[src/include/uart_defs.svh]
`ifndef UART_DEFS_SVH
`define UART_DEFS_SVH

//////////////////////////////////////////////////
// Register map widths
//////////////////////////////////////////////////

// Data byte carried on the line and in the registers
`define UART_DATA_W 8

// Baud divisor, one bit period is divisor+1 clocks
`define UART_DIV_W 16

// Register select field
`define UART_ADDR_W 2

//////////////////////////////////////////////////
// Status widths
//////////////////////////////////////////////////

// Erroneous frame counter, saturates at all ones
`define UART_ERRCNT_W 8

`endif
[src/verilog/uart_pkg.sv]
`include "uart_defs.svh"

package uart_pkg;

	// Write port opcodes
	typedef enum logic [`UART_ADDR_W-1:0] {
		REG_TXDATA = 2'd0,
		REG_CONFIG = 2'd1,
		REG_DIV_LO = 2'd2,
		REG_DIV_HI = 2'd3
	} uart_reg_e;

	// Code 3 is left out and behaves as no parity
	typedef enum logic [1:0] {
		PARITY_NONE = 2'd0,
		PARITY_EVEN = 2'd1,
		PARITY_ODD  = 2'd2
	} uart_parity_e;

	typedef enum logic [2:0] {
		TX_IDLE,
		TX_START,
		TX_DATA,
		TX_PARITY,
		TX_STOP
	} uart_tx_state_e;

	typedef enum logic [2:0] {
		RX_IDLE,
		RX_START,
		RX_DATA,
		RX_PARITY,
		RX_STOP
	} uart_rx_state_e;

	// Parity slot present on the line
	function automatic logic parity_on(uart_parity_e mode);
		return (mode == PARITY_EVEN) || (mode == PARITY_ODD);
	endfunction

	// Even: data XOR bit is 0, odd: data XOR bit is 1
	function automatic logic parity_bit(logic [`UART_DATA_W-1:0] data, uart_parity_e mode);
		return (mode == PARITY_ODD) ? ~^data : ^data;
	endfunction

endpackage

[src/verilog/uart_top.sv]
`timescale 1ns/1ps
`include "uart_defs.svh"

module uart_top (
	input  logic                      uart_clk,
	input  logic                      stop_bit,
	input  logic                      wr_strobe,
	input  uart_pkg::uart_reg_e       wr_addr,
	input  logic [`UART_DATA_W-1:0]   wr_data,
	input  logic                      rx,
	output logic                      tx,
	output logic                      tx_busy,
	output logic                      rx_valid,
	output logic [`UART_DATA_W-1:0]   rx_data,
	output logic                      parity_err,
	output logic                      frame_err,
	output logic [`UART_ERRCNT_W-1:0] err_count
);
	import uart_pkg::*;

	// Decode to execute
	logic                    tx_start;
	logic [`UART_DATA_W-1:0] tx_byte;
	logic [`UART_DIV_W-1:0]  divisor;
	uart_parity_e            parity;
	logic                    two_stop;
	// Execute to result
	logic                    frame_done;
	logic [`UART_DATA_W-1:0] frame_byte;
	logic                    frame_parity_err;
	logic                    frame_stop_err;

	//////////////////////////////////////////////////
	// Decode
	//////////////////////////////////////////////////

	uart_cmd_decode u_cmd_decode (
		.uart_clk (uart_clk),
		.stop_bit (stop_bit),
		.wr_strobe(wr_strobe),
		.wr_addr  (wr_addr),
		.wr_data  (wr_data),
		.tx_busy  (tx_busy),
		.tx_start (tx_start),
		.tx_byte  (tx_byte),
		.divisor  (divisor),
		.parity   (parity),
		.two_stop (two_stop)
	);

	//////////////////////////////////////////////////
	// Execute, transmit and receive paths
	//////////////////////////////////////////////////

	uart_encoder u_encoder (
		.uart_clk(uart_clk),
		.stop_bit(stop_bit),
		.tx_start(tx_start),
		.tx_byte (tx_byte),
		.divisor (divisor),
		.parity  (parity),
		.two_stop(two_stop),
		.tx      (tx),
		.tx_busy (tx_busy)
	);

	// Same line settings as the encoder
	uart_decoder u_decoder (
		.uart_clk        (uart_clk),
		.stop_bit        (stop_bit),
		.rx              (rx),
		.divisor         (divisor),
		.parity          (parity),
		.two_stop        (two_stop),
		.frame_done      (frame_done),
		.frame_byte      (frame_byte),
		.frame_parity_err(frame_parity_err),
		.frame_stop_err  (frame_stop_err)
	);

	//////////////////////////////////////////////////
	// Result
	//////////////////////////////////////////////////

	uart_result u_result (
		.uart_clk        (uart_clk),
		.stop_bit        (stop_bit),
		.frame_done      (frame_done),
		.frame_byte      (frame_byte),
		.frame_parity_err(frame_parity_err),
		.frame_stop_err  (frame_stop_err),
		.rx_valid        (rx_valid),
		.rx_data         (rx_data),
		.parity_err      (parity_err),
		.frame_err       (frame_err),
		.err_count       (err_count)
	);

endmodule

[src/verilog/uart_result.sv]
`timescale 1ns/1ps
`include "uart_defs.svh"

module uart_result (
	input  logic                      uart_clk,
	input  logic                      stop_bit,
	input  logic                      frame_done,
	input  logic [`UART_DATA_W-1:0]   frame_byte,
	input  logic                      frame_parity_err,
	input  logic                      frame_stop_err,
	output logic                      rx_valid,
	output logic [`UART_DATA_W-1:0]   rx_data,
	output logic                      parity_err,
	output logic                      frame_err,
	output logic [`UART_ERRCNT_W-1:0] err_count
);

	logic frame_bad;

	// Either check failing marks the frame bad
	assign frame_bad = frame_parity_err | frame_stop_err;

	//////////////////////////////////////////////////
	// Strobe, status flags and error counter
	//////////////////////////////////////////////////

	always_ff @(posedge uart_clk or posedge stop_bit) begin
		if (stop_bit) begin
			rx_valid   <= 1'b0;
			parity_err <= 1'b0;
			frame_err  <= 1'b0;
			err_count  <= '0;
		end else begin
			// One cycle behind frame_done
			rx_valid <= frame_done;
			if (frame_done) begin
				parity_err <= frame_parity_err;
				frame_err  <= frame_stop_err;
				// Sticks at all ones
				if (frame_bad && err_count != '1) begin
					err_count <= err_count + 1'b1;
				end
			end
		end
	end

	// Received byte, overwritten by each new frame
	always_ff @(posedge uart_clk) begin
		if (frame_done) begin
			rx_data <= frame_byte;
		end
	end

endmodule

[src/verilog/uart_decoder.sv]
`timescale 1ns/1ps
`include "uart_defs.svh"

module uart_decoder (
	input  logic                    uart_clk,
	input  logic                    stop_bit,
	input  logic                    rx,
	input  logic [`UART_DIV_W-1:0]  divisor,
	input  uart_pkg::uart_parity_e  parity,
	input  logic                    two_stop,
	output logic                    frame_done,
	output logic [`UART_DATA_W-1:0] frame_byte,
	output logic                    frame_parity_err,
	output logic                    frame_stop_err
);
	import uart_pkg::*;

	localparam int IDX_W = $clog2(`UART_DATA_W);
	localparam logic [IDX_W-1:0] LAST_IDX = IDX_W'(`UART_DATA_W - 1);

	uart_rx_state_e         state;
	logic                   rx_meta;
	logic                   rx_sync;
	logic [`UART_DIV_W-1:0] bit_cnt;
	logic [IDX_W-1:0]       bit_idx;
	logic                   stop_seen;
	logic                   skip_stop;
	logic                   bit_end;
	logic                   half_end;
	logic                   cnt_wrap;
	// Config captured at the falling edge of the start bit
	logic [`UART_DIV_W-1:0] div_q;
	uart_parity_e           par_q;
	logic                   two_stop_q;

	assign bit_end  = (bit_cnt == div_q);
	assign half_end = (bit_cnt == (div_q >> 1));
	// Start bit qualified at half period, later bits one period apart
	assign cnt_wrap = (state == RX_START) ? half_end : bit_end;

	always_ff @(posedge uart_clk) begin
		if (state == RX_IDLE && !rx_sync) begin
			div_q      <= divisor;
			par_q      <= parity;
			two_stop_q <= two_stop;
		end
	end

	always_ff @(posedge uart_clk or posedge stop_bit) begin
		if (stop_bit) begin
			bit_cnt <= '0;
		end else if (state == RX_IDLE || cnt_wrap) begin
			bit_cnt <= '0;
		end else begin
			bit_cnt <= bit_cnt + 1'b1;
		end
	end

	//////////////////////////////////////////////////
	// Synchronizer and frame FSM
	//////////////////////////////////////////////////

	always_ff @(posedge uart_clk or posedge stop_bit) begin
		if (stop_bit) begin
			rx_meta    <= 1'b1;
			rx_sync    <= 1'b1;
			state      <= RX_IDLE;
			bit_idx    <= '0;
			stop_seen  <= 1'b0;
			skip_stop  <= 1'b0;
			frame_done <= 1'b0;
		end else begin
			rx_meta    <= rx;
			rx_sync    <= rx_meta;
			frame_done <= 1'b0;
			case (state)
				RX_IDLE: if (!rx_sync) state <= RX_START;
				RX_START: begin
					// Short low pulse is dropped as noise
					if (half_end) begin
						bit_idx <= '0;
						state   <= rx_sync ? RX_IDLE : RX_DATA;
					end
				end
				RX_DATA: begin
					if (bit_end) begin
						if (bit_idx == LAST_IDX) begin
							state <= parity_on(par_q) ? RX_PARITY : RX_STOP;
						end else begin
							bit_idx <= bit_idx + 1'b1;
						end
					end
				end
				RX_PARITY: if (bit_end) state <= RX_STOP;
				RX_STOP: begin
					if (!stop_seen) begin
						// First stop bit sampled, frame reported here
						if (bit_end) begin
							stop_seen  <= 1'b1;
							skip_stop  <= two_stop_q;
							frame_done <= 1'b1;
						end
					end else if (skip_stop) begin
						// Second stop bit is passed over unchecked
						if (bit_end) skip_stop <= 1'b0;
					end else if (rx_sync) begin
						// Line back high before rearming
						stop_seen <= 1'b0;
						state     <= RX_IDLE;
					end
				end
				default: state <= RX_IDLE;
			endcase
		end
	end

	// Data and status captured at the sample points
	always_ff @(posedge uart_clk) begin
		if (state == RX_START && half_end) frame_parity_err <= 1'b0;
		if (state == RX_DATA && bit_end) frame_byte[bit_idx] <= rx_sync;
		if (state == RX_PARITY && bit_end) begin
			frame_parity_err <= rx_sync ^ parity_bit(frame_byte, par_q);
		end
		if (state == RX_STOP && !stop_seen && bit_end) frame_stop_err <= ~rx_sync;
	end

endmodule

[src/verilog/uart_encoder.sv]
`timescale 1ns/1ps
`include "uart_defs.svh"

module uart_encoder (
	input  logic                    uart_clk,
	input  logic                    stop_bit,
	input  logic                    tx_start,
	input  logic [`UART_DATA_W-1:0] tx_byte,
	input  logic [`UART_DIV_W-1:0]  divisor,
	input  uart_pkg::uart_parity_e  parity,
	input  logic                    two_stop,
	output logic                    tx,
	output logic                    tx_busy
);
	import uart_pkg::*;

	localparam int IDX_W = $clog2(`UART_DATA_W);
	localparam logic [IDX_W-1:0] LAST_IDX = IDX_W'(`UART_DATA_W - 1);

	uart_tx_state_e          state;
	logic [`UART_DIV_W-1:0]  bit_cnt;
	logic [IDX_W-1:0]        bit_idx;
	logic                    stop_idx;
	logic                    bit_end;
	// Frame settings, frozen for the whole frame
	logic [`UART_DATA_W-1:0] byte_q;
	logic [`UART_DIV_W-1:0]  div_q;
	uart_parity_e            par_q;
	logic                    two_stop_q;

	assign bit_end = (bit_cnt == div_q);
	// High from the start pulse through the last stop bit
	assign tx_busy = tx_start | (state != TX_IDLE);

	// Latch frame settings on start
	always_ff @(posedge uart_clk) begin
		if (state == TX_IDLE && tx_start) begin
			byte_q     <= tx_byte;
			div_q      <= divisor;
			par_q      <= parity;
			two_stop_q <= two_stop;
		end
	end

	// Bit period counter, divisor+1 clocks per bit
	always_ff @(posedge uart_clk or posedge stop_bit) begin
		if (stop_bit) begin
			bit_cnt <= '0;
		end else if (state == TX_IDLE || bit_end) begin
			bit_cnt <= '0;
		end else begin
			bit_cnt <= bit_cnt + 1'b1;
		end
	end

	//////////////////////////////////////////////////
	// Frame FSM, line driven from a register
	//////////////////////////////////////////////////

	always_ff @(posedge uart_clk or posedge stop_bit) begin
		if (stop_bit) begin
			state    <= TX_IDLE;
			bit_idx  <= '0;
			stop_idx <= 1'b0;
			tx       <= 1'b1;
		end else if (state == TX_IDLE) begin
			if (tx_start) begin
				state <= TX_START;
				tx    <= 1'b0;
			end
		end else if (bit_end) begin
			case (state)
				TX_START: begin
					state   <= TX_DATA;
					bit_idx <= '0;
					tx      <= byte_q[0];
				end
				TX_DATA: begin
					if (bit_idx == LAST_IDX) begin
						if (parity_on(par_q)) begin
							state <= TX_PARITY;
							tx    <= parity_bit(byte_q, par_q);
						end else begin
							state    <= TX_STOP;
							stop_idx <= 1'b0;
							tx       <= 1'b1;
						end
					end else begin
						// LSB first
						bit_idx <= bit_idx + 1'b1;
						tx      <= byte_q[bit_idx + 1'b1];
					end
				end
				TX_PARITY: begin
					state    <= TX_STOP;
					stop_idx <= 1'b0;
					tx       <= 1'b1;
				end
				TX_STOP: begin
					// Second stop bit only when selected
					if (two_stop_q && !stop_idx) begin
						stop_idx <= 1'b1;
					end else begin
						state <= TX_IDLE;
					end
				end
				default: state <= TX_IDLE;
			endcase
		end
	end

endmodule

[src/verilog/uart_cmd_decode.sv]
`timescale 1ns/1ps
`include "uart_defs.svh"

module uart_cmd_decode (
	input  logic                    uart_clk,
	input  logic                    stop_bit,
	input  logic                    wr_strobe,
	input  uart_pkg::uart_reg_e     wr_addr,
	input  logic [`UART_DATA_W-1:0] wr_data,
	input  logic                    tx_busy,
	output logic                    tx_start,
	output logic [`UART_DATA_W-1:0] tx_byte,
	output logic [`UART_DIV_W-1:0]  divisor,
	output uart_pkg::uart_parity_e  parity,
	output logic                    two_stop
);
	import uart_pkg::*;

	// 16 clocks per bit out of reset
	localparam logic [`UART_DIV_W-1:0] DIV_RESET = `UART_DIV_W'(15);

	logic tx_accept;

	// Transmit write only taken while encoder is idle
	assign tx_accept = wr_strobe && (wr_addr == REG_TXDATA) && !tx_busy;

	//////////////////////////////////////////////////
	// Configuration registers
	//////////////////////////////////////////////////

	always_ff @(posedge uart_clk or posedge stop_bit) begin
		if (stop_bit) begin
			tx_start <= 1'b0;
			divisor  <= DIV_RESET;
			parity   <= PARITY_NONE;
			two_stop <= 1'b0;
		end else begin
			// One-cycle start pulse toward encoder
			tx_start <= tx_accept;
			if (wr_strobe) begin
				case (wr_addr)
					REG_CONFIG: begin
						// Bits 1:0 parity code, bit 2 stop select
						parity   <= uart_parity_e'(wr_data[1:0]);
						two_stop <= wr_data[2];
					end
					REG_DIV_LO: divisor[`UART_DATA_W-1:0] <= wr_data;
					REG_DIV_HI: divisor[`UART_DIV_W-1:`UART_DATA_W] <= wr_data;
					default: ;
				endcase
			end
		end
	end

	//////////////////////////////////////////////////
	// Transmit data holding register
	//////////////////////////////////////////////////

	// Held until the next accepted write
	always_ff @(posedge uart_clk) begin
		if (tx_accept) begin
			tx_byte <= wr_data;
		end
	end

endmodule

[config.mk]
export PLATFORM = sky130hd
export DESIGN_NAME = uart_top
export DESIGN_NICKNAME = d
export VERILOG_FILES = /design/src/verilog/uart_pkg.sv /design/src/verilog/uart_top.sv /design/src/verilog/uart_result.sv /design/src/verilog/uart_decoder.sv /design/src/verilog/uart_encoder.sv /design/src/verilog/uart_cmd_decode.sv
export VERILOG_INCLUDE_DIRS = /design/src /design/src/include
export SDC_FILE = /design/constraint.sdc
export NUM_CORES = 1
export LEC_CHECK = 0
export ABC_AREA = 1
export BUFFER_PORTS_ARGS = -buffer_cell sky130_fd_sc_hd__buf_4
export CORE_MARGIN = 10
export CORE_UTILIZATION = 45
export DETAILED_ROUTE_END_ITERATION = 12
export SLEW_MARGIN = 0
export SYNTH_ARGS = -nofsm -noshare
export SYNTH_HDL_FRONTEND = slang
export SYNTH_SLANG_ARGS = --single-unit
[constraint.sdc]
create_clock -name uart_clk -period 7.65 [get_ports uart_clk]
set_input_delay 1.1475 -clock uart_clk [delete_from_list [all_inputs] [get_ports uart_clk]]
set_output_delay 1.1475 -clock uart_clk [all_outputs]
set_load 0.03 [all_outputs]
== Word-level counts from Yosys, hierarchy flattened ==
Index checks and enable logic that the tools add are counted.

* Word-level logic and storage cells: 186
* Output and inout bits: 21
* Input port bits: 14
* Register bits: 154

* Equal/unequal tests: 37
* Bitwise operators: 5
* Muxes and demuxes: 56
* Magnitude comparators: 3
* Add/subtract/negate cells: 5
* Reduce and logical (&&, ||, !) cells: 46

{| class="wikitable"
|+ Operators with widths
! operator !! count
|-
| $mux 3 || 19
|-
| $add 16x1->16 const B || 2
|-
| $eq 16x16->1 || 2
|-
| $mux 16 || 2
|-
| $mux 1 || 25
|-
| $eq 16x15->1 || 1
|-
| $ne 2x1->1 const B || 8
|-
| $reduce_xnor 8->1 || 2
|-
| $reduce_xor 8->1 || 2
|-
| $pmux 3 s5 || 1
|-
| $eq 3x2->1 const B || 4
|-
| $eq 3x3->1 const B || 4
|-
| $logic_and 1x1->1 || 12
|-
| $ne 2x2->1 const B || 6
|-
| $pmux 3 s2 || 2
|-
| $pmux 3 s4 || 1
|-
| $reduce_and 4->1 || 3
|-
| $reduce_and 2->1 || 5
|-
| $reduce_bool 2->1 || 5
|-
| $add 8x1->8 const B || 1
|-
| $bwmux 8 || 1
|-
| $eq 2x2->1 const B || 4
|-
| $lt 3x4->1 const B || 2
|-
| $ne 8x8->1 const B || 1
|-
| other kinds (22) || 37
|}

== Logic depth before layout (Yosys ltp) ==
* Depth in word-level cells: 7
* Depth in mapped cells: 14
* Depth with buffers taken out: 13

== Cells and area by module ==
Synthesis repeated with hierarchy kept, for this count alone.

* Cells, all modules: 867
* Area, all modules: 7616.1 µm²

{| class="wikitable"
|+ By module, submodules not included
! module !! sequential area each (µm²) !! cells each !! times used !! area an instance (µm²)
|-
| uart_decoder || 1549.0 || 376 || 1 || 3025.4
|-
| uart_encoder || 1412.6 || 310 || 1 || 2686.3
|-
| uart_cmd_decode || 745.7 || 98 || 1 || 1069.8
|-
| uart_result || 515.5 || 83 || 1 || 834.6
|}

== Worst setup path before layout ==
Ideal clock, no wire load.

* Path type: input-to-reg
* From: input port wr_addr[1]
* To: register u_cmd_decode.tx_byte[0] (enable)
* Arrival: 1.933 ns
* Buffers on the path: 0
* Data required time: 7.265 ns
* Path slack: 5.332 ns
* Library setup time: 0.385 ns
* Stages on the path: 3
* Cell sequence: inv_1 nand2_1 nor3_1

* Longest elaborated chain between the ends: 3

{| class="wikitable"
|+ RTL lines
! item !! RTL line !! source
|-
| start, declared || uart_top.sv:8 || <nowiki>input uart_pkg::uart_reg_e wr_addr,</nowiki>
|-
| $logic_not 2->1 || uart_cmd_decode.sv:25 || <nowiki>assign tx_accept = wr_strobe && (wr_addr == REG_TXDATA) && !tx_busy;</nowiki>
|-
| $logic_and 1x1->1 (2 in series) || uart_cmd_decode.sv:25 ||
|-
| via u_cmd_decode.tx_accept || uart_cmd_decode.sv:22 || <nowiki>logic tx_accept;</nowiki>
|-
| end signal, assigned || uart_cmd_decode.sv:62 || <nowiki>tx_byte <= wr_data;</nowiki>
|-
| end, declared || uart_cmd_decode.sv:12 || <nowiki>output logic [`UART_DATA_W-1:0] tx_byte,</nowiki>
|}

The timed path passes the listed nets, and every way through them passes these cells.
A chain may end at the register's enable or synchronous reset.

== Worst setup path in the final report ==
* From: register u_encoder.state[2]
* To: output port tx_busy

* Longest elaborated chain between the ends: 2

{| class="wikitable"
|+ RTL lines
! item !! RTL line !! source
|-
| start, declared || uart_encoder.sv:20 || <nowiki>uart_tx_state_e state;</nowiki>
|-
| start signal, assigned || uart_encoder.sv:62 || <nowiki>state <= TX_IDLE;</nowiki>
|-
| start signal, assigned || uart_encoder.sv:68 || <nowiki>state <= TX_START;</nowiki>
|-
| start signal, assigned || uart_encoder.sv:74 || <nowiki>state <= TX_DATA;</nowiki>
|-
| $reduce_bool 3->1 || uart_encoder.sv:33 || <nowiki>assign tx_busy = tx_start | (state != TX_IDLE);</nowiki>
|-
| $or 1x1->1 || uart_encoder.sv:33 ||
|-
| end, declared || uart_top.sv:12 || <nowiki>output logic tx_busy,</nowiki>
|}

Every way passes these cells.

==> impl_results.md <==
* Outcome: completed
* Multiplexer share of the synthesized area at 0%
* Synthesis-to-layout area growth at 14.4%
* Total Neg Setup Slack at 0 ns
* Pre-antenna DRT Iters at 5
* CTS tree: yes
* Post-Synthesis Cells at 794
* Starting Density at 45.7%
* First-pass GRT wire length at 24.0 mm
* Final instance area at 0.00827 sq mm
* Post-synthesis cell area at 0.00723 sq mm
* Peak supply drop at 178 uV
* Post-Route Utilization at a little over half
* Layout cells sized above 1 at 10.2%
* Drt drc at 0
* GRT overflow at 0
* WP data required at 6.50 ns
* Post-DR wirelength/cell at ~13 um
* Routability cong. at roughly 0.87
* Final net count at 860
* Synth area leader: edfxtp_1
* Critical R2R Launch: u_encoder.state[2]
* Met3 wire len at between 600 and 700 um
* Top post-synthesis cells by area: edfxtp_1, dfrtp_1, nand2_1, inv_1, nor2_1
* Setup-failing EPs final at 0
* Slew at the pin closest to its max-slew limit at 1.06 ns
* Post-synthesis adder-cell area fraction at 1.56%
* Synth Area in Compound Gates at 3.53%
* Multi-input logic area at 0.00253 sq mm
* Worst-path clk slew at 0.06 ns
* Total of max-cap violations at 0
* Worst-Skew Late Latency at ~0.42 ns
* Initial antenna violation count at 0
* Highest routed layer: met4
* I/O Buffers at 34
* Xor/xnor share of the synthesized area at 6.30%
* Met2 WL at 6.57 mm
* Root buf cell: clkbuf_16
* Die height at 147 um
* Routed metal-1 wirelength at between 6 and 7 mm
* Top-area cell type share of the netlist area at between 20 and 30%
* HPWL after detailed placement at 10.3 mm
* Fin. Hold Viols at 0
* Total clock sinks at 154
* Via count at 5121
* Most common cell after layout, fill and taps aside: nand2_1
* Hold Path Cell Cnt at 0
* Detailed Route Iter0 Violations at 288
* Layout Skew at 0.00598 ns
* PostCTS Resize Cnt at 0
* Worst Hold End: u_decoder.rx_sync
* Kind of critical path: flip-flop to output port
* Largest family of logic cells by synthesized area: simple AND/OR/NAND/NOR gates
* Seq. cell area at 0.00422 sq mm
* Pwr Density at 272 mW/mm^2
* Max Freq at 0.351 GHz
* Critical path arrival at 1.71 ns
* Row count at 46
* FF-to-FF End: u_cmd_decode.tx_byte[0]
* Worst hold slack at 0.355 ns
* Slew HR at 29.2%
* Unrepaired setup endpoints after global routing: false
* Vias in the first global route at 5042
* Number of setup buffers added after CTS at 0
* Net count after synthesis at 817
* PnR Total Power at 2.25 mW
* Global Route Usage Sum at 13.7%
* Slew Viols, Final at 0
* Hold WC Path Type: flip-flop to flip-flop
* Routed Wire Length at 14.0 mm
* Flops & latches, synth at roughly 150
* Crit end category: output port
* Worst Min Path Start: u_decoder.rx_meta
* Ports at 35
* Die Width at 147 um
* FF-to-FF path depth at 5
* Post-route clock period utilization at roughly 37%
* Number of inserted diodes at 0
* Die area at between 0.02 and 0.025 sq mm
* FILL cells at 1427
* Post-CTS Hold Buffers at 0
* Placement Cell Area at 0.00770 sq mm
* Reg2reg setup slack at 5.36 ns
* Final min period at 2.85 ns
* Worst setup SP type: flip-flop
* Commonest non-fill, non-tap cells in the layout: nand2_1, inv_1, nor2_1
* Sequential element share of the synthesized area at 58.4%
* Warnings, synthesis at 0
* H-tree depth at 4
* CTS buffer count at 17
* Clock Path Buffers at 2
* Worst-path maximum fanout at 6
* Core ar. at 0.0158 sq mm
* Syn avg cell area at ~9.1 sq um
* Largest net degree at the start of global routing at 83
* Post-DR vias/cell at 4.80
* Post-synth cell types at 34
* Simple-Gate Fraction of Synth Area at around a quarter
* Leak at 3.75 nW
* Final ANT Viol Nets at 0
final cells by class:
class | count | share of cell area [%]
well taps | 216 | 3.27
clock inverters | 9 | 0.696
inverters | 106 | 4.83
repair buffers | 37 | 3.36
flip-flops and latches | 154 | 51.1
clock buffers | 23 | 6.17
multi-input cells | 521 | 30.6
sequential cells by signal (all words and copies together), names as in the netlist, 8 cells and up:
| signal | cells |
|---|---|
| u_cmd_decode.divisor | 16 |
| u_cmd_decode.tx_byte | 8 |
| u_decoder.bit_cnt | 16 |
| u_decoder.div_q | 16 |
| u_decoder.frame_byte | 8 |
| u_encoder.bit_cnt | 16 |
| u_encoder.byte_q | 8 |
| u_encoder.div_q | 16 |
| u_result.err_count | 8 |
| u_result.rx_data | 8 |
cell usage after synthesis (all sizes together):
cell,count
edfxtp,72
ha,9
dfstp,7
nand4,12
nor4,1
buf,11
dfrtp,75
nand3,37
inv,106
nand2,240
clkbuf,2
o211ai,3
a21oi,9
or2,1
nand3b,1
nor3b,6
a211oi,1
a31oi,1
xor2,36
o21ai,30
o22ai,1
nor3,18
nor2,99
xnor2,16
cells by family (layout without fill, tap and decap cells):
group           after synthesis  in the layout
compound gates               45             45
fa+ha+maj                     9              9
simple gates                415            415
buf+inv                     119            175
flops                       154            154
xor+xnor                     52             52
worst max-delay path, stage by stage (launching register included):
cell and delay, ns:
dfrtp_1 0.41, inv_1 0.10, nand3_1 0.24, nor2_1 0.26, inv_1 0.09, buf_4 0.18
through the flow:
stage / worst slack (ns) / std cells
2_1_floorplan: 4.41 / 794
3_3_place_gp: 5.08 / 1034
3_5_place_dp: 5.03 / 1034
4_1_cts: 4.81 / 1066
5_1_grt: 4.69 / 1066
6_report: 4.80 / 1066
power by group:
part | switching, mW | total, mW | internal (mW)
Combinational | 0.278 | 0.408 | 0.131
Clock | 0.317 | 0.787 | 0.470
Sequential | 0.0796 | 1.05 | 0.972
Total | 0.674 | 2.25 | 1.57
worst max path at each step:
stage	from	endpoint	slack [ns]	depth (start not counted)
2_1_floorplan	stop_bit	u_cmd_decode.divisor[10]	4.41	1
3_3_place_gp	wr_addr[1]	u_cmd_decode.tx_byte[2]	5.08	4
3_5_place_dp	wr_addr[1]	u_cmd_decode.tx_byte[2]	5.03	4
4_1_cts	u_encoder.state[2]	tx_busy	4.81	5
5_1_grt	u_encoder.state[2]	tx_busy	4.69	5
6_report	u_encoder.state[2]	tx_busy	4.80	5
metal layers:
metal / global-route usage, % / vias up
met3: 3.75 / 23
met1: 16.8 / 2380
met2: 22.4 / 112
met4: 5.86 / 0
met5: 0 / -
li1: - / 2606
(Power assumes the default switching activity.)
